## src/logic/vint_config.svh

```systemverilog
// Width and depth macros for the vector integer lane
`ifndef VINT_CONFIG_SVH
`define VINT_CONFIG_SVH

// Element width
`define VINT_DATA_W 32

// Multiplier digit width, one partial product per digit
`define VINT_DIGIT_W 8

// Divider stages, each resolving VINT_DATA_W / VINT_DIV_STAGES quotient bits
`define VINT_DIV_STAGES 4

`endif
```

## src/logic/vint_pkg.sv

```systemverilog
// Shared types of the vector integer lane
// Opcode encodings, request, control, pipeline payload and result structs
`include "vint_config.svh"

package vint_pkg;

    typedef logic [`VINT_DATA_W-1:0] vint_data_t;

    localparam int MUL_DIGITS = `VINT_DATA_W / `VINT_DIGIT_W;
    localparam int MUL_PP_W   = `VINT_DATA_W + `VINT_DIGIT_W;

    // Operand category
    typedef enum logic [2:0] {
        OPIVV = 3'b000,
        OPMVV = 3'b010,
        OPIVX = 3'b100,
        OPMVX = 3'b110
    } vint_funct3_e;

    // Standard vector funct6 codes
    // 100101 is vsll in the OPI category and vmul in the OPM category
    typedef enum logic [5:0] {
        F6_VADD      = 6'b000000,
        F6_VSUB      = 6'b000010,
        F6_VRSUB     = 6'b000011,
        F6_VMINU     = 6'b000100,
        F6_VMIN      = 6'b000101,
        F6_VMAXU     = 6'b000110,
        F6_VMAX      = 6'b000111,
        F6_VAND      = 6'b001001,
        F6_VOR       = 6'b001010,
        F6_VXOR      = 6'b001011,
        F6_VDIVU     = 6'b100000,
        F6_VDIV      = 6'b100001,
        F6_VREMU     = 6'b100010,
        F6_VREM      = 6'b100011,
        F6_VMULHU    = 6'b100100,
        F6_VSLL_VMUL = 6'b100101,
        F6_VMULHSU   = 6'b100110,
        F6_VMULH     = 6'b100111,
        F6_VSRL      = 6'b101000,
        F6_VSRA      = 6'b101001
    } vint_funct6_e;

    // Issue request, a is vs1 or the scalar, b is vs2
    typedef struct packed {
        logic         valid;
        vint_funct3_e funct3;
        vint_funct6_e funct6;
        vint_data_t   a;
        vint_data_t   b;
        logic         mask;
    } vint_req_t;

    typedef enum logic [3:0] {
        ALU_ADD,
        ALU_SUB,
        ALU_RSUB,
        ALU_AND,
        ALU_OR,
        ALU_XOR,
        ALU_SLL,
        ALU_SRL,
        ALU_SRA,
        ALU_MINU,
        ALU_MIN,
        ALU_MAXU,
        ALU_MAX
    } vint_alu_op_e;

    typedef struct packed {
        logic         alu_en;
        logic         mul_en;
        logic         div_en;
        vint_alu_op_e alu_op;
        logic         mul_a_signed;
        logic         mul_b_signed;
        logic         mul_upper;
        logic         div_signed;
        logic         div_rem;
        logic         mask;
        vint_data_t   a;
        vint_data_t   b;
    } vint_ctrl_t;

    // Multiplier payload after the partial product stage
    typedef struct packed {
        logic [MUL_DIGITS-1:0][MUL_PP_W-1:0] pp;
        logic                                neg;
        logic                                upper;
        logic                                mask;
    } vint_mul_part_t;

    // Divider payload between stages
    typedef struct packed {
        vint_data_t quo;
        vint_data_t prem;
        vint_data_t divisor;
        logic       quo_neg;
        logic       rem_neg;
        logic       is_rem;
        logic       mask;
    } vint_div_state_t;

    typedef struct packed {
        logic       valid;
        vint_data_t data;
    } vint_res_t;

endpackage

```

## src/logic/vint_simple_alu.sv

```systemverilog
// Single-cycle add, logic, shift and min/max unit with registered result
`timescale 1ns/1ps
`include "vint_config.svh"

module vint_simple_alu (
    input  logic                 clk,
    input  logic                 rst_n,
    input  vint_pkg::vint_ctrl_t ctrl_i,
    output vint_pkg::vint_res_t  res_o
);

    localparam int SHAMT_W = $clog2(`VINT_DATA_W);

    vint_pkg::vint_data_t a;
    vint_pkg::vint_data_t b;
    vint_pkg::vint_data_t result;
    logic [SHAMT_W-1:0]   shamt;
    logic                 res_valid;
    vint_pkg::vint_data_t res_data;

    assign a     = ctrl_i.a;
    assign b     = ctrl_i.b;
    // Only the low bits of vs1 count as shift amount
    assign shamt = a[SHAMT_W-1:0];

    // Operand order follows vs2 op vs1
    always_comb begin
        case (ctrl_i.alu_op)
            vint_pkg::ALU_ADD:  result = b + a;
            vint_pkg::ALU_SUB:  result = b - a;
            vint_pkg::ALU_RSUB: result = a - b;
            vint_pkg::ALU_AND:  result = b & a;
            vint_pkg::ALU_OR:   result = b | a;
            vint_pkg::ALU_XOR:  result = b ^ a;
            vint_pkg::ALU_SLL:  result = b << shamt;
            vint_pkg::ALU_SRL:  result = b >> shamt;
            vint_pkg::ALU_SRA:  result = $signed(b) >>> shamt;
            vint_pkg::ALU_MINU: result = (b < a) ? b : a;
            vint_pkg::ALU_MIN:  result = ($signed(b) < $signed(a)) ? b : a;
            vint_pkg::ALU_MAXU: result = (b > a) ? b : a;
            vint_pkg::ALU_MAX:  result = ($signed(b) > $signed(a)) ? b : a;
            default:            result = '0;
        endcase
    end

    always_ff @(posedge clk or negedge rst_n) begin
        if (!rst_n) begin
            res_valid <= 1'b0;
        end else begin
            res_valid <= ctrl_i.alu_en;
        end
    end

    // Masked-off elements still return, with zero data
    always_ff @(posedge clk) begin
        if (ctrl_i.alu_en) begin
            res_data <= ctrl_i.mask ? result : '0;
        end
    end

    assign res_o.valid = res_valid;
    assign res_o.data  = res_data;

endmodule

```

## config.mk

```make
export PLATFORM = sky130hd
export DESIGN_NAME = vint_simple_alu
export DESIGN_NICKNAME = d
export VERILOG_FILES = /design/src/logic/vint_pkg.sv /design/src/logic/vint_simple_alu.sv
export VERILOG_INCLUDE_DIRS = /design/src /design/src/logic
export SDC_FILE = /design/constraint.sdc
export NUM_CORES = 1
export LEC_CHECK = 0
export BUFFER_PORTS_ARGS = -buffer_cell sky130_fd_sc_hd__clkbuf_2
export CAP_MARGIN = 20
export CORE_MARGIN = 2
export CORE_UTILIZATION = 63
export DETAILED_ROUTE_END_ITERATION = 16
export PLACE_DENSITY = 0.85
export SLEW_MARGIN = 20
export SYNTH_ARGS = -nofsm -noshare
export SYNTH_HDL_FRONTEND = slang
export SYNTH_SLANG_ARGS = --single-unit
```

## constraint.sdc

```tcl
create_clock -name clk -period 0.8 [get_ports clk]
set_input_delay 0.04 -clock clk [delete_from_list [all_inputs] [get_ports clk]]
set_output_delay 0.04 -clock clk [all_outputs]
set_load 0.01 [all_outputs]
```

==> results of run 1 <==
## per-stage QoR
step           util, %  hold slack, ps  area [um^2]  setup WS (ps)
3_5_place_dp      93.2            -183        16900          -3430
3_3_place_gp      93.2            -184        16900          -3100
2_1_floorplan        -            -256        12500          -2920
## logic make-up after synthesis
logic type                 Yosys count
AOI/OAI and AO/OA                  517
xor gates and xnor gates            79
adders and majority gates          130
buffers and inverters              228
DFF                                 33
muxes                              103
and+or+nand+nor                    476
==> results_dict.tcl, run 1 <==
set metrics [dict create \
    fp.dieH_um 140 \
    synth_compound_area_share_pct 29.8 \
    synth_ff_type "edfxtp_1" \
    synth_fp_nets 1775 \
    numCtsBuffers 5 \
    synthTopCellsByArea "ha_1 14%, mux4_2 11%, edfxtp_1 8.2%" \
    syn_inst 1566 \
    synth_edf_count 32 \
    synth_top_cell_by_area "ha_1" \
    synth_xor_xnor_area_share_pct 5.91 \
    placed_cells 2333 \
    port_buffers 104 \
    io_pins 112 \
    post_cts_resized 178 \
    synth.ff_latch_count 33 \
    muxShareOfSynthArea_pct 14.9 \
    cts_hold_buf 1 \
    status "did not finish" \
    synth_top_area_share_pct 13.7 \
    hpwl_um 52700 \
    start_util_pct 64.7 \
    ys_types 82 \
    synthArstFlopShare_pct 3.03 \
    cts_sinks 33 \
    synth_common_cells "152 x nor2_1, 144 x nand2_1, 128 x ha_1" \
    yosysMostFrequentCell "nor2_1" \
    row_count 49 \
    ctsRootBufferMaster "clkbuf_16" \
    failing_step "clock tree synthesis" \
    post_cts_buffers 62 \
    tool.error "[ERROR DPL-0038] Utilization greater than 100%, impossible to legalize" \
    avgSynthCellArea_um2 7.47 \
    synthAdderAreaFrac_pct 14.0 \
    h-tree-depth 2 \
    place_congestion 1.30 \
    clockBufferDepth 2 \
    seq_area_frac_synth_pct 8.42 \
    mappedNetlistArea_um2 11700 \
    dieWidth_um 140 \
    yosys_warnings 0 \
    synthSimpleGateAreaFrac_pct 19.0 \
    synth_top_family_by_area "compound AO/OA/AOI/OAI gates" \
]
==> run 2: changes to the inputs <==
--- a/config.mk
+++ b/config.mk
@@ -9,9 +9,9 @@
 export BUFFER_PORTS_ARGS = -buffer_cell sky130_fd_sc_hd__clkbuf_2
 export CAP_MARGIN = 20
 export CORE_MARGIN = 2
-export CORE_UTILIZATION = 63
+export CORE_UTILIZATION = 40
 export DETAILED_ROUTE_END_ITERATION = 16
-export PLACE_DENSITY = 0.85
+export PLACE_DENSITY_LB_ADDON = 0.15
 export SLEW_MARGIN = 20
 export SYNTH_ARGS = -nofsm -noshare
 export SYNTH_HDL_FRONTEND = slang
==> run 2 against run 1 <==
Against the previous run:
- the flow now finishes, with violations (negative setup slack)
- area after synthesis unchanged
- synthesized cell count unchanged
==> results_dict.tcl, run 2 <==
set metrics [dict create \
    status "finished with violations" \
    failed_checks "negative setup slack" \
    synth_common_cells "152 x nor2_1, 144 x nand2_1, 128 x ha_1" \
    endpoint_kind "register" \
    top_regs "res_data: 32 flops, res_valid: 1 flops" \
    die_area_um2 30600 \
    fin_area_um2 19100 \
    hold_viol 0 \
    grt_max_degree 54 \
    fin_nets 2420 \
    hpwl_um 51800 \
    drive_above_1_share_pct 47.5 \
    row_count 62 \
    antenna_found_initial 3 \
    wl_per_cell_um 25.3 \
    grt_pass1_wl_um 97000 \
    mostFrequentLayoutCells "602 x buf_4, 144 x nor2_1, 136 x nand2_1, 103 x ha_1, 95 x clkbuf_2" \
    synth_xor_xnor_area_share_pct 5.91 \
    synth_compound_area_share_pct 29.8 \
    ys_types 82 \
    synth_edf_count 32 \
    ant_nets 0 \
    post_dp_cell_area_um2 17400 \
    tns_ps -83250 \
    ctsRootBufferMaster "clkbuf_16" \
    arrival_ps 3810 \
    synth_ff_type "edfxtp_1" \
    worstHoldPathType "input pin to async pin" \
    synthTopCellsByArea "ha_1 14%, mux4_2 11%, edfxtp_1 8.2%" \
    routed_wl_um 65600 \
    cp-start-kind "input pin" \
    dr.pass1.iters 6 \
    slowest_delay_ps 390 \
    yosysMostFrequentCell "nor2_1" \
    seq_area_frac_synth_pct 8.42 \
    layout_commonest_cell "buf_4" \
    viasPerCell 6.24 \
    cts_sinks 33 \
    track_usage_pct 41.8 \
    dieWidth_um 175 \
    avgSynthCellArea_um2 7.47 \
    drv_slew 0 \
    synth_fp_nets 1775 \
    slew_headroom_pct 47.0 \
    synth_top_area_share_pct 13.7 \
    setup_viol 65 \
    synthArstFlopShare_pct 3.03 \
    grt_pass1_vias 15300 \
    vdd_drop_max_uv 729 \
    mappedNetlistArea_um2 11700 \
    p_leak_nw 8.57 \
    n_antenna_cell 0 \
    post-route-min-period_ps 3760 \
    drv_cap 0 \
    muxShareOfSynthArea_pct 14.9 \
    regMostFlops "res_data" \
    rsz0062_at_grt "true" \
    fin_ws_ps -2960 \
    numCtsBuffers 5 \
    drc_errors 0 \
    critPathKind "input pin to register" \
    cp.required_ps 840 \
    cts_tree "built" \
    synth_top_cell_by_area "ha_1" \
    powerDensity_nw_per_um2 1000 \
    port_buffers 104 \
    synthSimpleGateAreaFrac_pct 19.0 \
    vias 16200 \
    cp_cell_sequence "buf_6 -> or3_4 -> nor3_4 -> nand2_2 -> buf_6 -> or2_4 -> nor4_4 -> a31oi_1 -> xnor2_1 -> ha_1 -> buf_6 -> buf_6 -> a21o_1 -> a21oi_2 -> o22ai_2 -> a211oi_2 -> buf_4 -> o41ai_2 -> xor2_1 -> a221oi_1 -> a21oi_1" \
    drtIter0Drc 2239 \
    area_delta_synth_final_pct 63.6 \
    post-route-period-util_pct 471 \
    io_pins 112 \
    synth.ff_latch_count 33 \
    critPathMaxFanout 4 \
    h-tree-depth 2 \
    yosys_warnings 0 \
    clk_pin_slew_worst_paths_ps 70 \
    synth_top_family_by_area "compound AO/OA/AOI/OAI gates" \
    coreArea_um2 28800 \
    cpMostUsedCell "buf_6" \
    start_util_pct 40.7 \
    syn_inst 1566 \
    largest_reg_flops 32 \
    fp.dieH_um 175 \
    tightest_slew_ps 791 \
    synthAdderAreaFrac_pct 14.0 \
    place_congestion 1.02 \
    cp_slowest_cell "or3_4" \
    clockBufferDepth 2 \
    grt-ovfl-total 0 \
    max_freq_mhz 266 \
]
run 2: cell counts after synthesis:
No cell type changed its count.
run 2: stage by stage:
step	util, %	hold WS (ps)	setup slack (ps)	total power [mW]	cells
after detailed placement	60.6	-184	-3390	14.7	2531
after CTS	64.1	41.5	-2930	17.9	2575
after global placement	60.6	-185	-3350	14.7	2531
after global routing	66.5	38.5	-3140	20.0	2596
final	66.5	39.3	-2960	19.1	2596
after floorplan	-	-256	-2920	8.75	1566
run 2: routing by layer:
layer / routed length, um / vias up / share of wire [%] / track usage, %
met5: 39 / - / 0.059 / 0
met4: 2480 / 6 / 3.8 / 12.3
met3: 7690 / 173 / 12 / 10.4
met2: 27300 / 1006 / 42 / 61.1
met1: 28100 / 7836 / 43 / 60.3
li1: - / 7170 / - / -
run 2: kinds of logic after synthesis:
family / Yosys count
AO/OA/AOI/OAI: 517
XOR/XNOR: 79
adder cells (fa/ha/maj): 130
multiplexers: 103
AND/OR/NAND/NOR: 476
flip-flops: 33
buffers and inverters: 228
run 2: worst max-delay path by stage:
stage               from            to  cells after the start  slack [ps]
4_1_cts        ctrl_i[4]  res_data[29]                     20       -2930
3_3_place_gp   ctrl_i[4]  res_data[29]                     20       -3350
3_5_place_dp   ctrl_i[4]  res_data[29]                     20       -3390
6_report       ctrl_i[4]  res_data[30]                     21       -2960
2_1_floorplan  ctrl_i[3]  res_data[29]                     18       -2920
5_1_grt        ctrl_i[4]  res_data[30]                     21       -3140
run 2: layout make-up:
class | instances | area [um^2]
multi-input cells | 1305 | 11200
fillers | 2501 | 9630
clock inverters | 3 | 17.5
repair buffers | 766 | 5970
clock buffers | 5 | 125
inverters | 100 | 417
flip-flops and latches | 33 | 986
well taps | 384 | 480
run 2: power breakdown:
part / switching, mW / leakage [nW] / internal [mW]
Clock: 1.07 / 0.0696 / 1.15
Sequential: 0.0578 / 0.319 / 2.13
Combinational: 7.69 / 8.19 / 7.04
run 2: what timing repair did:
action / in CTS / in global routing
gates resized for setup: 109 / 114
gates cloned: 2 / 0
setup buffers: 36 / 29
setup endpoints to repair: 65 / 65
hold buffers: 1 / 0
hold endpoints to repair: 1 / 0
pin swaps: 57 / 74
run 2: worst max-delay path: cells and delay by family:
family	cells	cell delay, ps
adder cells (fa/ha/maj)	1	290
AND/OR/NAND/NOR	5	1120
XOR/XNOR	2	330
buffers and inverters	5	650
AO/OA/AOI/OAI	8	1340
Power figures use the tool's default switching activity.
