File: src/logic/vint_config.svh
// Width and depth macros for the vector integer lane
`ifndef VINT_CONFIG_SVH
`define VINT_CONFIG_SVH

// Element width
`define VINT_DATA_W 32

// Multiplier digit width, one partial product per digit
`define VINT_DIGIT_W 8

// Divider stages, each resolving VINT_DATA_W / VINT_DIV_STAGES quotient bits
`define VINT_DIV_STAGES 4

`endif
File: src/logic/vint_pkg.sv
// Shared types of the vector integer lane
// Opcode encodings, request, control, pipeline payload and result structs
`include "vint_config.svh"

package vint_pkg;

    typedef logic [`VINT_DATA_W-1:0] vint_data_t;

    localparam int MUL_DIGITS = `VINT_DATA_W / `VINT_DIGIT_W;
    localparam int MUL_PP_W   = `VINT_DATA_W + `VINT_DIGIT_W;

    // Operand category
    typedef enum logic [2:0] {
        OPIVV = 3'b000,
        OPMVV = 3'b010,
        OPIVX = 3'b100,
        OPMVX = 3'b110
    } vint_funct3_e;

    // Standard vector funct6 codes
    // 100101 is vsll in the OPI category and vmul in the OPM category
    typedef enum logic [5:0] {
        F6_VADD      = 6'b000000,
        F6_VSUB      = 6'b000010,
        F6_VRSUB     = 6'b000011,
        F6_VMINU     = 6'b000100,
        F6_VMIN      = 6'b000101,
        F6_VMAXU     = 6'b000110,
        F6_VMAX      = 6'b000111,
        F6_VAND      = 6'b001001,
        F6_VOR       = 6'b001010,
        F6_VXOR      = 6'b001011,
        F6_VDIVU     = 6'b100000,
        F6_VDIV      = 6'b100001,
        F6_VREMU     = 6'b100010,
        F6_VREM      = 6'b100011,
        F6_VMULHU    = 6'b100100,
        F6_VSLL_VMUL = 6'b100101,
        F6_VMULHSU   = 6'b100110,
        F6_VMULH     = 6'b100111,
        F6_VSRL      = 6'b101000,
        F6_VSRA      = 6'b101001
    } vint_funct6_e;

    // Issue request, a is vs1 or the scalar, b is vs2
    typedef struct packed {
        logic         valid;
        vint_funct3_e funct3;
        vint_funct6_e funct6;
        vint_data_t   a;
        vint_data_t   b;
        logic         mask;
    } vint_req_t;

    typedef enum logic [3:0] {
        ALU_ADD,
        ALU_SUB,
        ALU_RSUB,
        ALU_AND,
        ALU_OR,
        ALU_XOR,
        ALU_SLL,
        ALU_SRL,
        ALU_SRA,
        ALU_MINU,
        ALU_MIN,
        ALU_MAXU,
        ALU_MAX
    } vint_alu_op_e;

    typedef struct packed {
        logic         alu_en;
        logic         mul_en;
        logic         div_en;
        vint_alu_op_e alu_op;
        logic         mul_a_signed;
        logic         mul_b_signed;
        logic         mul_upper;
        logic         div_signed;
        logic         div_rem;
        logic         mask;
        vint_data_t   a;
        vint_data_t   b;
    } vint_ctrl_t;

    // Multiplier payload after the partial product stage
    typedef struct packed {
        logic [MUL_DIGITS-1:0][MUL_PP_W-1:0] pp;
        logic                                neg;
        logic                                upper;
        logic                                mask;
    } vint_mul_part_t;

    // Divider payload between stages
    typedef struct packed {
        vint_data_t quo;
        vint_data_t prem;
        vint_data_t divisor;
        logic       quo_neg;
        logic       rem_neg;
        logic       is_rem;
        logic       mask;
    } vint_div_state_t;

    typedef struct packed {
        logic       valid;
        vint_data_t data;
    } vint_res_t;

endpackage

File: src/logic/vint_div_pipe.sv
// Four-stage divider for signed and unsigned quotient and remainder
// Sign preparation, stage chain and final sign fix with result select
`timescale 1ns/1ps
`include "vint_config.svh"

module vint_div_pipe (
    input  logic                 clk,
    input  logic                 rst_n,
    input  vint_pkg::vint_ctrl_t ctrl_i,
    output vint_pkg::vint_res_t  res_o
);

    localparam int W   = `VINT_DATA_W;
    localparam int NST = `VINT_DIV_STAGES;

    logic                      dvd_neg;
    logic                      dvs_neg;
    vint_pkg::vint_div_state_t prep;
    vint_pkg::vint_div_state_t stage_state [NST+1];
    logic [NST:0]              stage_valid;
    vint_pkg::vint_div_state_t last;
    vint_pkg::vint_data_t      quo_fix;
    vint_pkg::vint_data_t      rem_fix;

    // ========================================
    // Sign preparation
    // ========================================
    // Dividend is vs2 (b), divisor is vs1 (a)
    assign dvd_neg = ctrl_i.div_signed & ctrl_i.b[W-1];
    assign dvs_neg = ctrl_i.div_signed & ctrl_i.a[W-1];

    always_comb begin
        prep.quo     = dvd_neg ? -ctrl_i.b : ctrl_i.b;
        prep.prem    = '0;
        prep.divisor = dvs_neg ? -ctrl_i.a : ctrl_i.a;
        // Quotient truncates toward zero, remainder takes the dividend sign
        prep.quo_neg = dvd_neg ^ dvs_neg;
        prep.rem_neg = dvd_neg;
        prep.is_rem  = ctrl_i.div_rem;
        prep.mask    = ctrl_i.mask;
    end

    assign stage_state[0] = prep;
    assign stage_valid[0] = ctrl_i.div_en;

    // ========================================
    // Stage chain
    // ========================================
    for (genvar i = 0; i < NST; i++) begin : g_stage
        vint_div_stage u_stage (
            .clk     (clk),
            .rst_n   (rst_n),
            .valid_i (stage_valid[i]),
            .state_i (stage_state[i]),
            .valid_o (stage_valid[i+1]),
            .state_o (stage_state[i+1])
        );
    end

    // ========================================
    // Sign fix and result select
    // ========================================
    assign last    = stage_state[NST];
    assign quo_fix = last.quo_neg ? -last.quo : last.quo;
    assign rem_fix = last.rem_neg ? -last.prem : last.prem;

    assign res_o.valid = stage_valid[NST];
    assign res_o.data  = !last.mask ? '0 : (last.is_rem ? rem_fix : quo_fix);

endmodule

File: src/logic/vint_div_stage.sv
// One registered group of shift-and-subtract division steps
`timescale 1ns/1ps
`include "vint_config.svh"

module vint_div_stage (
    input  logic                      clk,
    input  logic                      rst_n,
    input  logic                      valid_i,
    input  vint_pkg::vint_div_state_t state_i,
    output logic                      valid_o,
    output vint_pkg::vint_div_state_t state_o
);

    localparam int W     = `VINT_DATA_W;
    localparam int STEPS = `VINT_DATA_W / `VINT_DIV_STAGES;

    vint_pkg::vint_div_state_t state_nxt;

    // Dividend bits shift out of quo into the partial remainder
    // while quotient bits shift in from the bottom
    always_comb begin
        logic [W:0] shifted;
        logic [W:0] diff;
        state_nxt = state_i;
        for (int i = 0; i < STEPS; i++) begin
            shifted = {state_nxt.prem, state_nxt.quo[W-1]};
            diff    = shifted - {1'b0, state_nxt.divisor};
            // Non-negative trial difference sets the quotient bit
            state_nxt.prem = diff[W] ? shifted[W-1:0] : diff[W-1:0];
            state_nxt.quo  = {state_nxt.quo[W-2:0], ~diff[W]};
        end
    end

    always_ff @(posedge clk or negedge rst_n) begin
        if (!rst_n) begin
            valid_o <= 1'b0;
        end else begin
            valid_o <= valid_i;
        end
    end

    always_ff @(posedge clk) begin
        if (valid_i) begin
            state_o <= state_nxt;
        end
    end

endmodule

File: config.mk
export PLATFORM = sky130hd
export DESIGN_NAME = vint_div_pipe
export DESIGN_NICKNAME = d
export VERILOG_FILES = /design/src/logic/vint_pkg.sv /design/src/logic/vint_div_pipe.sv /design/src/logic/vint_div_stage.sv
export VERILOG_INCLUDE_DIRS = /design/src /design/src/logic
export SDC_FILE = /design/constraint.sdc
export NUM_CORES = 2
export LEC_CHECK = 0
export ABC_CLOCK_PERIOD_IN_PS = 30200
export BUFFER_PORTS_ARGS = -buffer_cell sky130_fd_sc_hd__buf_2
export CAP_MARGIN = 5
export CORE_UTILIZATION = 50
export DETAILED_ROUTE_END_ITERATION = 8
export GPL_TIMING_DRIVEN = 0
export PLACE_DENSITY_LB_ADDON = 0.1
export SETUP_SLACK_MARGIN = 0.02
export SYNTH_ARGS = -nofsm -noshare
export SYNTH_HDL_FRONTEND = slang
export SYNTH_SLANG_ARGS = --single-unit
File: constraint.sdc
create_clock -name clk -period 30.2 [get_ports clk]
set_input_delay 1.51 -clock clk [delete_from_list [all_inputs] [get_ports clk]]
set_output_delay 1.51 -clock clk [all_outputs]
set_load 0.05 [all_outputs]
-- Word level (Yosys, flattened, before mapping)
Cells that the tools add are included.
- flip-flop bits (word level): 372
- input port bits: 79
- output and inout bits: 33
- word-level logic and storage cells: 140
- $add $sub $neg: 36
- mux-type cells: 38
- bitwise gates (word level): 35
- operators by type and width (kind ; count):
    two-way mux 32 bit ; 38
    subtractor 33 x 32 -> 33 bit ; 31
    negator 32 bit ; 4
    subtractor 1 x 32 -> 33 bit ; 1
    inverter 1 bit ; 32
    bitwise AND 1 bit ; 2
    XOR 1 bit ; 1

-- Logic depth before layout (Yosys ltp)
- depth after elaboration: 18
- depth in mapped cells: 161
- gate-level depth less buffers: 147

-- Cells and area by module
Synthesis repeated with hierarchy kept, for this count alone.
- cell total of the unflattened synthesis: 10217
- area total of the unflattened synthesis: 79532.5 µm²
- by module, submodules not included (module ; times used ; cells each ; area an instance (µm²) ; sequential area each (µm²)):
    vint_div_stage at g_stage[2].u_stage ... ; 2 ; 2402 ; 18888.1 ; 3027.9
    vint_div_stage at g_stage[0].u_stage ; 1 ; 2484 ; 19593.8 ; 3027.9
    vint_div_stage at g_stage[1].u_stage ; 1 ; 2447 ; 18995.7 ; 3027.9
    vint_div_pipe ; 1 ; 482 ; 3166.8 ; 0.0

-- Worst setup path before layout
Ideal clock, no wire load.
- path type: input -> register
- start point: in ctrl_i[4] in the netlist's numbering
- end point: reg g_stage[0].u_stage.state_o[59] in the netlist's numbering (data pin)
- setup time: 260 ps
- arrival time: 31844 ps
- data required time: 29940 ps
- slack: -1903 ps
- stages: 140
- buffers on the path: 11
- path through: nor3_1 nand2_1 or4_1 nor2b_1 nand2_1 or3_1 o41ai_1 nand2_1 ha_1 inv_1 ha_1 nand2_1 nor3_1 nand4_1 nor4_1 and4_1 buf_4 mux2i_1 [... 104 more ...] a21oi_1 o21ai_0 a21oi_1 o21ai_0 o41ai_1 o2111a_1 nor3_1 a211oi_1 or3_1 o2111ai_1 a31o_2 a21oi_1 nor2b_1 nor4_1 nor3_1 xor2_2 buf_6 mux2_2
- RTL lines (item ; RTL line ; source):
    start: declaration ; vint_div_pipe.sv:9 ; input vint_pkg::vint_ctrl_t ctrl_i,
    end signal: assignment ; vint_div_stage.sv:44 ; state_o <= state_nxt;
    end: declaration ; vint_div_stage.sv:11 ; output vint_pkg::vint_div_state_t state_o

==> summary.txt <==
Outcome
  • Run status: finished with violations
  • Failing checks: capacitance limit

Place
  • Placer Congestion: 0.973
  • Port-buffer cells: 101
  • Placed cell area: 76700 um^2
  • HPWL after detailed placement: 211 mm
  • Setup slack at placement: -11310 ps

Route
  • Met3 WL post-DR: 24.5 mm
  • Router iterations before antenna repair: 8
  • Met2 WL: 124 mm
  • DR WL/cell: 22.8 um
  • DRT Wirelength: 278 mm
  • Vias: 76.5k
  • Final ANT Viol Nets: 0
  • DR iter-0 viols: 7003
  • DRT met1 WL: 118 mm
  • Max Used Layer: met5
  • Via/cell ratio: 6.28
  • DRC violations left: 0

Timing
  • Final Hold Vio Count: 0
  • Fin crit share: 0.997
  • RSZ-0062 raised after global routing: yes
  • Worst rel slew slack: 0.0114
  • Setup Skew: 39.3 ps
  • Max frequency: 0.0332 GHz
  • Slew @ Worst Pin: 1470 ps
  • Setup TNS: 0 ps
  • Final min period: 30120 ps
  • Final Slew Violations: 0
  • Final number of setup-violating endpoints: 0
  • Final WS setup: 81.5 ps

Die
  • Std cell rows: 139
  • Die X: 384 um
  • Ports: 112
  • Die Ht: 384 um
  • Die Footprint: 147000 um^2
  • Starting Density: 0.506
  • Core footprint: 144000 um^2

Clocking
  • Clock sink count: 372
  • CTS buffer count: 44
  • CTS tree: yes
  • Root buffer cell: clkbuf_16
  • Maximum clock path buffer count: 3
  • CTS H-tree lvls: 2
  • CTS hold repair buffers: 0
  • Clk_lat worst skew: 630 ps
  • Clock slew at reported path FFs: 60 ps

Finish
  • P&R area growth vs syn: 20.3%
  • Layout cell share with drive strength beyond 1: 0.182
  • Nets: 11.4k
  • Filler cell count in the final layout: 13.0k
  • Core Util, Final: 0.609
  • Design area: 87800 um^2

Logic synthesis
  • Post-synth top area cell: ha_1
  • Top cell type's share of synthesized area: 0.171
  • Asr flop ratio synth: 0.0108
  • EDFF count, synth: 368
  • Top_reg_cell synth: edfxtp_1
  • Commonest cells in the netlist: ha_1, nand2_1, a21oi_1
  • Syn avg cell area: 7.68 um^2
  • Post-synthesis cell count: 9501
  • Syn. warnings: 0
  • Synth area leaders: ha_1, edfxtp_1, xnor2_1
  • Post-synthesis sequential area ratio: 0.153
  • Mapped cell area: 73000 um^2
  • Distinct cells, synth: 105
  • Count leader, synth: ha_1
  • Synthesized flop and latch total: 372

Worst setup path
  • Worst path bufs/invs: 16
  • Setup crit start kind: input port
  • Slowest cell delay on critical path: 540 ps
  • CP required: 30550 ps
  • Slowest CP cell: or4_4
  • Type of the worst setup path: in -> reg
  • Crit end category: flop
  • Delay-heaviest family, CP: compound AO/OA/AOI/OAI gates
  • Crit path max fanout: 8
  • Worst Path Arrival: 30470 ps
  • CP dominant cell by count: o21ai_2

Global routing
  • Vias in the first global route: 70.5k
  • Largest net degree at the start of global routing: 75
  • Initial antenna violation count: 14
  • Global route overflow: 0
  • First-pass GRT wire length: 409 mm
  • GRT Overall Usage: 0.355

Hold path
  • Worst hold path class: reg -> reg

Job
  • Max-cap violations: 1
[path summary, 6_finish.rpt]
kind / slack (ps) / endpoint / depth (start not counted) / startpoint
max: 80 / g_stage[0].u_stage.state_o[67] / 143 / ctrl_i[2]
min in group asynchronous: 700 / g_stage[3].u_stage.valid_o / 1 / rst_n
max in group asynchronous: 29360 / g_stage[1].u_stage.valid_o / 1 / rst_n
max reg2reg: 810 / g_stage[3].u_stage.state_o[51] / 147 / g_stage[2].u_stage.state_o[99]
min: 420 / g_stage[2].u_stage.state_o[97] / 0 / g_stage[1].u_stage.state_o[89]
min reg2reg: 420 / g_stage[2].u_stage.state_o[97] / 0 / g_stage[1].u_stage.state_o[89]
[per-layer routing]
metal | vias to the layer above | global-route usage
li1 | 36506 | -
met2 | 3022 | 0.571
met5 | - | 0.00520
met4 | 12 | 0.131
met3 | 586 | 0.0550
met1 | 36409 | 0.476
[layout by cell type, fill, tap and decap left out, types with 159 or more instances in the layout]
cell type	Yosys	final
nor2_1	779	761
inv_1	599	536
nor3_1	170	159
o21ai_0	770	632
nand2b_1	165	164
a21oi_1	852	771
buf_4	3	572
nand3_1	203	197
edfxtp_1	368	368
xor2_1	374	351
xnor2_1	588	560
mux2_2	203	162
ha_1	998	959
nand2_1	876	854
a21o_1	327	327
[cell families (layout without fill, tap and decap cells)]
family | Yosys count | after routing | share of synthesized area
XOR/XNOR | 966 | 966 | 0.116
buffers and inverters | 853 | 1613 | 0.0446
multiplexers | 306 | 306 | 0.0455
AO/OA/AOI/OAI | 3119 | 3120 | 0.276
AND/OR/NAND/NOR | 2850 | 2850 | 0.184
adder cells (fa/ha/maj) | 1034 | 1034 | 0.180
other | 1 | 17 | 0.0000514
flip-flops | 372 | 372 | 0.153
[registers in the layout (all words and copies together), names as in the netlist]
register,count
g_stage.u_stage.state_o,368
g_stage.u_stage.valid_o,4
[layout make-up]
class | instances | area, um^2 | share of cell area
antenna | 2 | 5.00 | 0.0000570
tap | 1903 | 2380 | 0.0271
clock inverter | 30 | 453 | 0.00516
multi-input combinational | 8291 | 62700 | 0.715
clock buffer | 50 | 1120 | 0.0128
timing repair buffer | 691 | 5340 | 0.0608
buffer | 231 | 2060 | 0.0234
inverter | 611 | 2520 | 0.0287
sequential | 372 | 11200 | 0.127
[worst register-to-register path, delay by kind of cell (launching register included)]
family          cells  cell delay (ps)
buf+inv            23             3400
xor+xnor            6             1090
simple gates       17             2700
mux                 5             1660
fa+ha+maj           9             2760
flops               1              470
compound gates     87            17070
[repair_timing]
item / 4_1_cts / 5_1_grt
setup buffers: 343 / 222
endpoints found under the setup margin: 137 / 132
pin swaps: 202 / 353
resized for setup: 760 / 622
gates cloned: 0 / 6
[per-stage QoR]
| step | std cells | hold slack, ps |
|---|---|---|
| finish | 12181 | 418 |
| global route | 12179 | 417 |
| global placement | 11519 | 401 |
| detailed placement | 11540 | 405 |
| floorplan | 9515 | 400 |
| CTS | 11958 | 411 |
Power is not shown: default switching activity piles up to over one toggle a cycle in this logic, so the estimate is an artifact.
