`src/logic/vint_config.svh`:
```
// Width and depth macros for the vector integer lane
`ifndef VINT_CONFIG_SVH
`define VINT_CONFIG_SVH

// Element width
`define VINT_DATA_W 32

// Multiplier digit width, one partial product per digit
`define VINT_DIGIT_W 8

// Divider stages, each resolving VINT_DATA_W / VINT_DIV_STAGES quotient bits
`define VINT_DIV_STAGES 4

`endif
```
`src/logic/vint_pkg.sv`:
```
// Shared types of the vector integer lane
// Opcode encodings, request, control, pipeline payload and result structs
`include "vint_config.svh"

package vint_pkg;

    typedef logic [`VINT_DATA_W-1:0] vint_data_t;

    localparam int MUL_DIGITS = `VINT_DATA_W / `VINT_DIGIT_W;
    localparam int MUL_PP_W   = `VINT_DATA_W + `VINT_DIGIT_W;

    // Operand category
    typedef enum logic [2:0] {
        OPIVV = 3'b000,
        OPMVV = 3'b010,
        OPIVX = 3'b100,
        OPMVX = 3'b110
    } vint_funct3_e;

    // Standard vector funct6 codes
    // 100101 is vsll in the OPI category and vmul in the OPM category
    typedef enum logic [5:0] {
        F6_VADD      = 6'b000000,
        F6_VSUB      = 6'b000010,
        F6_VRSUB     = 6'b000011,
        F6_VMINU     = 6'b000100,
        F6_VMIN      = 6'b000101,
        F6_VMAXU     = 6'b000110,
        F6_VMAX      = 6'b000111,
        F6_VAND      = 6'b001001,
        F6_VOR       = 6'b001010,
        F6_VXOR      = 6'b001011,
        F6_VDIVU     = 6'b100000,
        F6_VDIV      = 6'b100001,
        F6_VREMU     = 6'b100010,
        F6_VREM      = 6'b100011,
        F6_VMULHU    = 6'b100100,
        F6_VSLL_VMUL = 6'b100101,
        F6_VMULHSU   = 6'b100110,
        F6_VMULH     = 6'b100111,
        F6_VSRL      = 6'b101000,
        F6_VSRA      = 6'b101001
    } vint_funct6_e;

    // Issue request, a is vs1 or the scalar, b is vs2
    typedef struct packed {
        logic         valid;
        vint_funct3_e funct3;
        vint_funct6_e funct6;
        vint_data_t   a;
        vint_data_t   b;
        logic         mask;
    } vint_req_t;

    typedef enum logic [3:0] {
        ALU_ADD,
        ALU_SUB,
        ALU_RSUB,
        ALU_AND,
        ALU_OR,
        ALU_XOR,
        ALU_SLL,
        ALU_SRL,
        ALU_SRA,
        ALU_MINU,
        ALU_MIN,
        ALU_MAXU,
        ALU_MAX
    } vint_alu_op_e;

    typedef struct packed {
        logic         alu_en;
        logic         mul_en;
        logic         div_en;
        vint_alu_op_e alu_op;
        logic         mul_a_signed;
        logic         mul_b_signed;
        logic         mul_upper;
        logic         div_signed;
        logic         div_rem;
        logic         mask;
        vint_data_t   a;
        vint_data_t   b;
    } vint_ctrl_t;

    // Multiplier payload after the partial product stage
    typedef struct packed {
        logic [MUL_DIGITS-1:0][MUL_PP_W-1:0] pp;
        logic                                neg;
        logic                                upper;
        logic                                mask;
    } vint_mul_part_t;

    // Divider payload between stages
    typedef struct packed {
        vint_data_t quo;
        vint_data_t prem;
        vint_data_t divisor;
        logic       quo_neg;
        logic       rem_neg;
        logic       is_rem;
        logic       mask;
    } vint_div_state_t;

    typedef struct packed {
        logic       valid;
        vint_data_t data;
    } vint_res_t;

endpackage

```
`src/logic/vint_mul_pipe.sv`:
```
// Three-stage multiplier built from digit partial products
// Low word, signed high, signed-unsigned high and unsigned high
`timescale 1ns/1ps
`include "vint_config.svh"

module vint_mul_pipe (
    input  logic                 clk,
    input  logic                 rst_n,
    input  vint_pkg::vint_ctrl_t ctrl_i,
    output vint_pkg::vint_res_t  res_o
);

    localparam int W     = `VINT_DATA_W;
    localparam int DIG_W = `VINT_DIGIT_W;
    localparam int NDIG  = vint_pkg::MUL_DIGITS;

    logic                     a_neg;
    logic                     b_neg;
    vint_pkg::vint_data_t     a_mag;
    vint_pkg::vint_data_t     b_mag;
    vint_pkg::vint_mul_part_t part_nxt;
    vint_pkg::vint_mul_part_t part_q;
    logic                     part_valid;
    logic [2*W-1:0]           sum_nxt;
    logic [2*W-1:0]           sum_q;
    logic                     sum_neg;
    logic                     sum_upper;
    logic                     sum_mask;
    logic                     sum_valid;
    logic [2*W-1:0]           prod;
    logic                     res_valid;
    vint_pkg::vint_data_t     res_data;

    // ========================================
    // Stage 1 magnitudes and partial products
    // ========================================
    assign a_neg = ctrl_i.mul_a_signed & ctrl_i.a[W-1];
    assign b_neg = ctrl_i.mul_b_signed & ctrl_i.b[W-1];
    assign a_mag = a_neg ? -ctrl_i.a : ctrl_i.a;
    assign b_mag = b_neg ? -ctrl_i.b : ctrl_i.b;

    always_comb begin
        for (int i = 0; i < NDIG; i++) begin
            part_nxt.pp[i] = a_mag * b_mag[i*DIG_W +: DIG_W];
        end
        part_nxt.neg   = a_neg ^ b_neg;
        part_nxt.upper = ctrl_i.mul_upper;
        part_nxt.mask  = ctrl_i.mask;
    end

    // ========================================
    // Stage 2 shifted sum
    // ========================================
    always_comb begin
        sum_nxt = '0;
        for (int i = 0; i < NDIG; i++) begin
            sum_nxt = sum_nxt + ({{(W-DIG_W){1'b0}}, part_q.pp[i]} << (i*DIG_W));
        end
    end

    // ========================================
    // Stage 3 sign fix and half select
    // ========================================
    assign prod = sum_neg ? -sum_q : sum_q;

    always_ff @(posedge clk or negedge rst_n) begin
        if (!rst_n) begin
            part_valid <= 1'b0;
            sum_valid  <= 1'b0;
            res_valid  <= 1'b0;
        end else begin
            part_valid <= ctrl_i.mul_en;
            sum_valid  <= part_valid;
            res_valid  <= sum_valid;
        end
    end

    always_ff @(posedge clk) begin
        if (ctrl_i.mul_en) begin
            part_q <= part_nxt;
        end
        if (part_valid) begin
            sum_q     <= sum_nxt;
            sum_neg   <= part_q.neg;
            sum_upper <= part_q.upper;
            sum_mask  <= part_q.mask;
        end
        if (sum_valid) begin
            if (!sum_mask) begin
                res_data <= '0;
            end else begin
                res_data <= sum_upper ? prod[2*W-1:W] : prod[W-1:0];
            end
        end
    end

    assign res_o.valid = res_valid;
    assign res_o.data  = res_data;

endmodule

```
`config.mk`:
```
export PLATFORM = sky130hd
export DESIGN_NAME = vint_mul_pipe
export DESIGN_NICKNAME = d
export VERILOG_FILES = /design/src/logic/vint_pkg.sv /design/src/logic/vint_mul_pipe.sv
export VERILOG_INCLUDE_DIRS = /design/src /design/src/logic
export SDC_FILE = /design/constraint.sdc
export NUM_CORES = 2
export LEC_CHECK = 0
export BUFFER_PORTS_ARGS = -buffer_cell sky130_fd_sc_hd__buf_2
export CORE_ASPECT_RATIO = 0.5
export CORE_MARGIN = 3
export CORE_UTILIZATION = 55
export CTS_CLUSTER_SIZE = 8
export DETAILED_ROUTE_END_ITERATION = 12
export GPL_ROUTABILITY_DRIVEN = 0
export PLACE_DENSITY = 0.77
export RECOVER_POWER = 100
export SLEW_MARGIN = 20
export SYNTH_ARGS = -nofsm -noshare
export SYNTH_HDL_FRONTEND = slang
export SYNTH_SLANG_ARGS = --single-unit
export TNS_END_PERCENT = 50
```
`constraint.sdc`:
```
create_clock -name clk -period 5.4 [get_ports clk]
set_input_delay 0.54 -clock clk [delete_from_list [all_inputs] [get_ports clk]]
set_output_delay 0.54 -clock clk [all_outputs]
set_load 0.03 [all_outputs]
```
==> results of run 1 <==
[metal layers]
| metal | GRT usage, % | overflow |
|---|---|---|
| met2 | 85.78 | 198 |
| met3 | 73.56 | 92 |
| met4 | 63.41 | 152 |
| met1 | 75.37 | 92 |
| met5 | 69.74 | 11 |
[cell families after synthesis]
family          synth area share [%]
simple gates                   15.26
buf+inv                        7.219
flops                          17.45
compound gates                 10.09
xor+xnor                       6.812
mux                          0.02199
fa+ha+maj                      43.14
[synth_stat cells (all sizes together), types with 6 or more instances]
cell / number
a211oi: 11
a21boi: 8
a21o: 106
a21oi: 237
a221oi: 7
a31oi: 25
and2: 20
and3: 22
and4: 6
buf: 25
clkbuf: 191
edfxtp: 262
fa: 769
ha: 339
inv: 647
nand2: 375
nand2b: 73
nand3: 57
nand3b: 6
nand4: 37
nor2: 887
nor2b: 28
nor3: 43
nor4: 23
o211a: 22
o211ai: 14
o21a: 18
o21ai: 136
o21bai: 35
o31ai: 32
o41ai: 15
or2: 18
or3: 10
or4: 8
xnor2: 213
xor2: 135
[what timing repair did]
action	4_1_cts
setup buffers	112
hold buffers	1
setup endpoints to repair	124
endpoints found under the hold margin	3
cloned	2
pin swaps	182
gates resized for setup	418
[through the flow]
stage	hold WS, ns	cell area [µm²]
CTS	0.1521	59120
global placement	0.3365	55100
detailed placement	0.3364	55100
floorplan	0.2444	46320
==> key figures, run 1 <==
Floorplanning
  – IO Count: 112
  – Die height: 209.4 µm
  – Starting density of the core: 56.43%
  – Die X-Extent: 412.8 µm
  – Site row count: 73

Place
  – Port bufs: 103
  – Estimated wirelength of the detail-placed design: 127000 µm
  – DP Cell Count: 6830
  – Setup WS pre-CTS: -2.520 ns

Synth
  – Seq/Total Area, Yosys: 17.45%
  – Cell Area, Synth: 45510 µm²
  – Synthesized Nets: 6104
  – Area contributors post-synth: fa_1, edfxtp_1, ha_1, nor2_1, inv_1
  – Synth top area share: 33.82%
  – #FFs+latches synth: 265
  – Async S/R FF share, synth: 1.132%
  – Most used DFF post-synth: edfxtp_1
  – Yosys top cell by area: fa_1
  – Gate Count Post-Synth: 4917
  – Syn avg cell area: 9.257 µm²
  – YS warnings: 0
  – Synth cell types: 87
  – EDFF count, synth: 262

Clocking
  – Num CTS Buffers: 39
  – CTS root buffer: clkbuf_16
  – # H-tree levels: 2
  – Clock Sinks: 265
  – CTS Buffer Depth: 3

GRT
  – Grt ovf: 545
  – Initial antenna violation count: 55
  – Largest net degree at the start of global routing: 69
  – GRT Util Overall: 76.19%

Status
  – Outcome: did not finish
  – Last stage: global routing
  – Err: [ERROR GRT-0232] Routing congestion too high. Check the congestion heatmap in the GUI.

STA
  – Worst Endpoint after GRT Repair: part_q[77]$_DFFE_PP_/D
  – Worst-path end type: sequential cell input
==> run 2: changes to the inputs <==
--- a/config.mk
+++ b/config.mk
@@ -7,13 +7,11 @@
 export NUM_CORES = 2
 export LEC_CHECK = 0
 export BUFFER_PORTS_ARGS = -buffer_cell sky130_fd_sc_hd__buf_2
-export CORE_ASPECT_RATIO = 0.5
 export CORE_MARGIN = 3
-export CORE_UTILIZATION = 55
-export CTS_CLUSTER_SIZE = 8
+export CORE_UTILIZATION = 40
 export DETAILED_ROUTE_END_ITERATION = 12
 export GPL_ROUTABILITY_DRIVEN = 0
-export PLACE_DENSITY = 0.77
+export PLACE_DENSITY_LB_ADDON = 0.15
 export RECOVER_POWER = 100
 export SLEW_MARGIN = 20
 export SYNTH_ARGS = -nofsm -noshare
==> run 2 against run 1 <==
Compared with the run above: the flow now finishes, with violations (capacitance limit, slew limit, setup timing); area after synthesis unchanged; synthesized cell count unchanged.
==> key figures, run 2 <==
GRT
  – First-pass GRT wire length: 233900 µm
  – Vias in the first global route: 40380
  – Initial antenna violation count: 4
  – Grt ovf: 0
  – GRT Util Overall: 25.70%
  – Largest net degree at the start of global routing: 93

Synth
  – Gate Count Post-Synth: 4917 (unchanged)
  – Cell Area, Synth: 45510 µm² (unchanged)
  – Synthesized Nets: 6104 (unchanged)
  – Most used DFF post-synth: edfxtp_1
  – Async S/R FF share, synth: 1.132% (unchanged)
  – #FFs+latches synth: 265 (unchanged)
  – Synth top area share: 33.82% (unchanged)
  – Syn avg cell area: 9.257 µm² (unchanged)
  – Seq/Total Area, Yosys: 17.45% (unchanged)
  – Yosys top cell by area: fa_1
  – EDFF count, synth: 262 (unchanged)
  – YS warnings: 0 (unchanged)
  – Area contributors post-synth: fa_1, edfxtp_1, ha_1, nor2_1, inv_1
  – Synth cell types: 87 (unchanged)
  – Top cells by count, synth: nor2_1, fa_1, inv_1, nand2_1, ha_1
  – Top-count cell post-synth: nor2_1

Floorplanning
  – IO Count: 112 (unchanged)
  – Die area: 117900 µm²
  – Core footprint: 112700 µm²
  – Site row count: 123 (+68%)
  – Starting density of the core: 40.40% (-16 points)
  – Die height: 343.3 µm (+64%)
  – Die X-Extent: 343.3 µm (-17%)

Detailed routing
  – WL per Instance: 20.05 µm
  – Detailed Route WL: 148900 µm
  – Drt pass-1 iters: 5
  – Vias: 38370
  – Post-route ant nets: 0
  – DRC violations left: 0
  – Post-DR vias/cell: 5.166
  – DR iter-0 viols: 2458

Clocking
  – Reg clk slew, reported paths: 0.06 ns
  – Clock Sinks: 265 (unchanged)
  – # H-tree levels: 2 (unchanged)
  – Worst skew pair latency: 0.56 ns
  – CTS root buffer: clkbuf_16
  – TritonCTS clock tree: built
  – CTS Buffer Depth: 3 (unchanged)
  – Num CTS Buffers: 34 (-13%)

Critical path
  – RR Endpoint: sum_q[56]
  – CP endpoint kind: register
  – Reg2Reg Depth: 14
  – Reg2Reg Setup Slack: 0.94 ns
  – Critical path endpoint: part_q[162]
  – Slowest cell on the critical path: or4_4
  – Reg-to-reg critical path startpoint: part_q[13]
  – Data arrival, critical path: 7.26 ns
  – Crit path largest cell delay: 0.53 ns
  – Critical path class: in2reg
  – CP dominant cell by count: fa_1
  – Required @ worst endpoint: 5.70 ns
  – CP Max Fanout: 8
  – Crit. path cell count: 31
  – Crit-path leading delay family: adder cells
  – Crit start category: input port
  – CP startpoint: ctrl_i[0]
  – WP buf/inv: 7

STA
  – RSZ-0062 raised after global routing: yes
  – Setup violations, final: 123
  – Final worst-path cycle share: 128.8%
  – Setup Skew: 0.02614 ns
  – Slew HR: -133.3%
  – Hold WS: 0.1899 ns
  – Final hold vios: 0
  – Worst slew pin tran: 3.500 ns
  – Highest Clock Rate: 143.8 MHz
  – Slew Viols, Final: 301
  – Setup ws final: -1.554 ns
  – Fin crit period: 6.954 ns

Place
  – Estimated wirelength of the detail-placed design: 124100 µm (-2.3%)
  – Setup WS pre-CTS: -2.539 ns (-0.01973 ns)
  – Port bufs: 103 (unchanged)
  – Area of placed instances: 55770 µm² (+1.2%)

Final layout
  – Share of cells above drive strength 1: 28.47%
  – Most frequent cells in the layout: buf_4, nor2_1, fa_1, inv_1, nand2_1
  – Largest regs: part_q x163, sum_q x64, res_data x32
  – Commonest non-fill, non-tap cell in the layout: buf_4
  – Fill cell count: 10280
  – Finished Cell Area: 60710 µm²
  – Max reg flops: 163
  – Synthesis-to-layout area growth: 33.38%
  – Largest reg by FF count: part_q
  – Fin nets: 7083

Min path
  – Hold Crit Class: in2reg

Status
  – Outcome: finished with violations
  – Violated checks: capacitance limit, slew limit, setup timing

Flow run
  – Max Cap Viol: 6
-- run 2: cells by family after synthesis --
family,count (synthesis),synth area share (%)
compound gates,711,10.09
xor+xnor,348,6.812
fa+ha+maj,1108,43.14
buf+inv,863,7.219
flops,265,17.45
mux,1,0.02199
simple gates,1621,15.26
-- run 2: layer usage --
layer | track usage, % | vias up | part of all wire [%]
met5 | 0 | - | 0.0074
met2 | 42.50 | 1076 | 47
met4 | 6.221 | 2 | 2.9
li1 | - | 17800 | -
met3 | 3.175 | 199 | 5.8
met1 | 36.05 | 19290 | 45
-- run 2: repair_timing --
action	CTS	global route
hold buffers	1	0
hold endpoints to repair	3	0
gates resized for setup	325	261
setup endpoints to repair	126	128
pin swaps	159	149
cloned	2	4
setup buffers	95	53
-- run 2: worst min path at each step --
stage	from	to	slack, ns	cells past startpoint
2_1_floorplan	rst_n	part_valid	0.24	0
3_3_place_gp	rst_n	res_valid	0.34	1
6_report	ctrl_i[67]	part_q[1]	0.19	1
5_1_grt	ctrl_i[67]	part_q[1]	0.17	1
3_5_place_dp	rst_n	res_valid	0.34	1
4_1_cts	ctrl_i[67]	part_q[1]	0.16	1
-- run 2: stage by stage --
step,std cells,TNS [ns],util [%]
finish,7426,-111.94,53.89
global route,7423,-138.20,53.88
CTS,7380,-111.10,52.48
detailed placement,7234,-218.65,49.51
global placement,7234,-212.09,49.51
floorplan,4917,-132.05,-
-- run 2: final cells by class --
cell class	count	area [µm²]	share of cell area (%)
Antenna cell	4	10.01	0.01649
Clock buffer	42	880.8	1.451
Clock inverter	20	162.7	0.2679
Inverter	647	2447	4.031
Multi-Input combinational cell	3789	37760	62.20
Sequential cell	265	7944	13.09
Tap cell	1500	1877	3.092
Timing Repair Buffer	1159	9629	15.86
-- run 2: worst reg2reg max path, cell delays in order, from the launching register on --
cell	delay [ns]
edfxtp_1	0.37
ha_1	0.31
ha_1	0.30
ha_1	0.24
fa_1	0.44
a211oi_2	0.20
o21ai_1	0.17
o2111a_1	0.31
o311ai_4	0.36
o211ai_1	0.21
a311oi_1	0.46
o31a_2	0.25
o31ai_1	0.13
a221oi_1	0.34
xnor2_1	0.11
Power of run 2 is not shown: default switching activity piles up to over one toggle a cycle in this logic, so the estimate is an artifact.
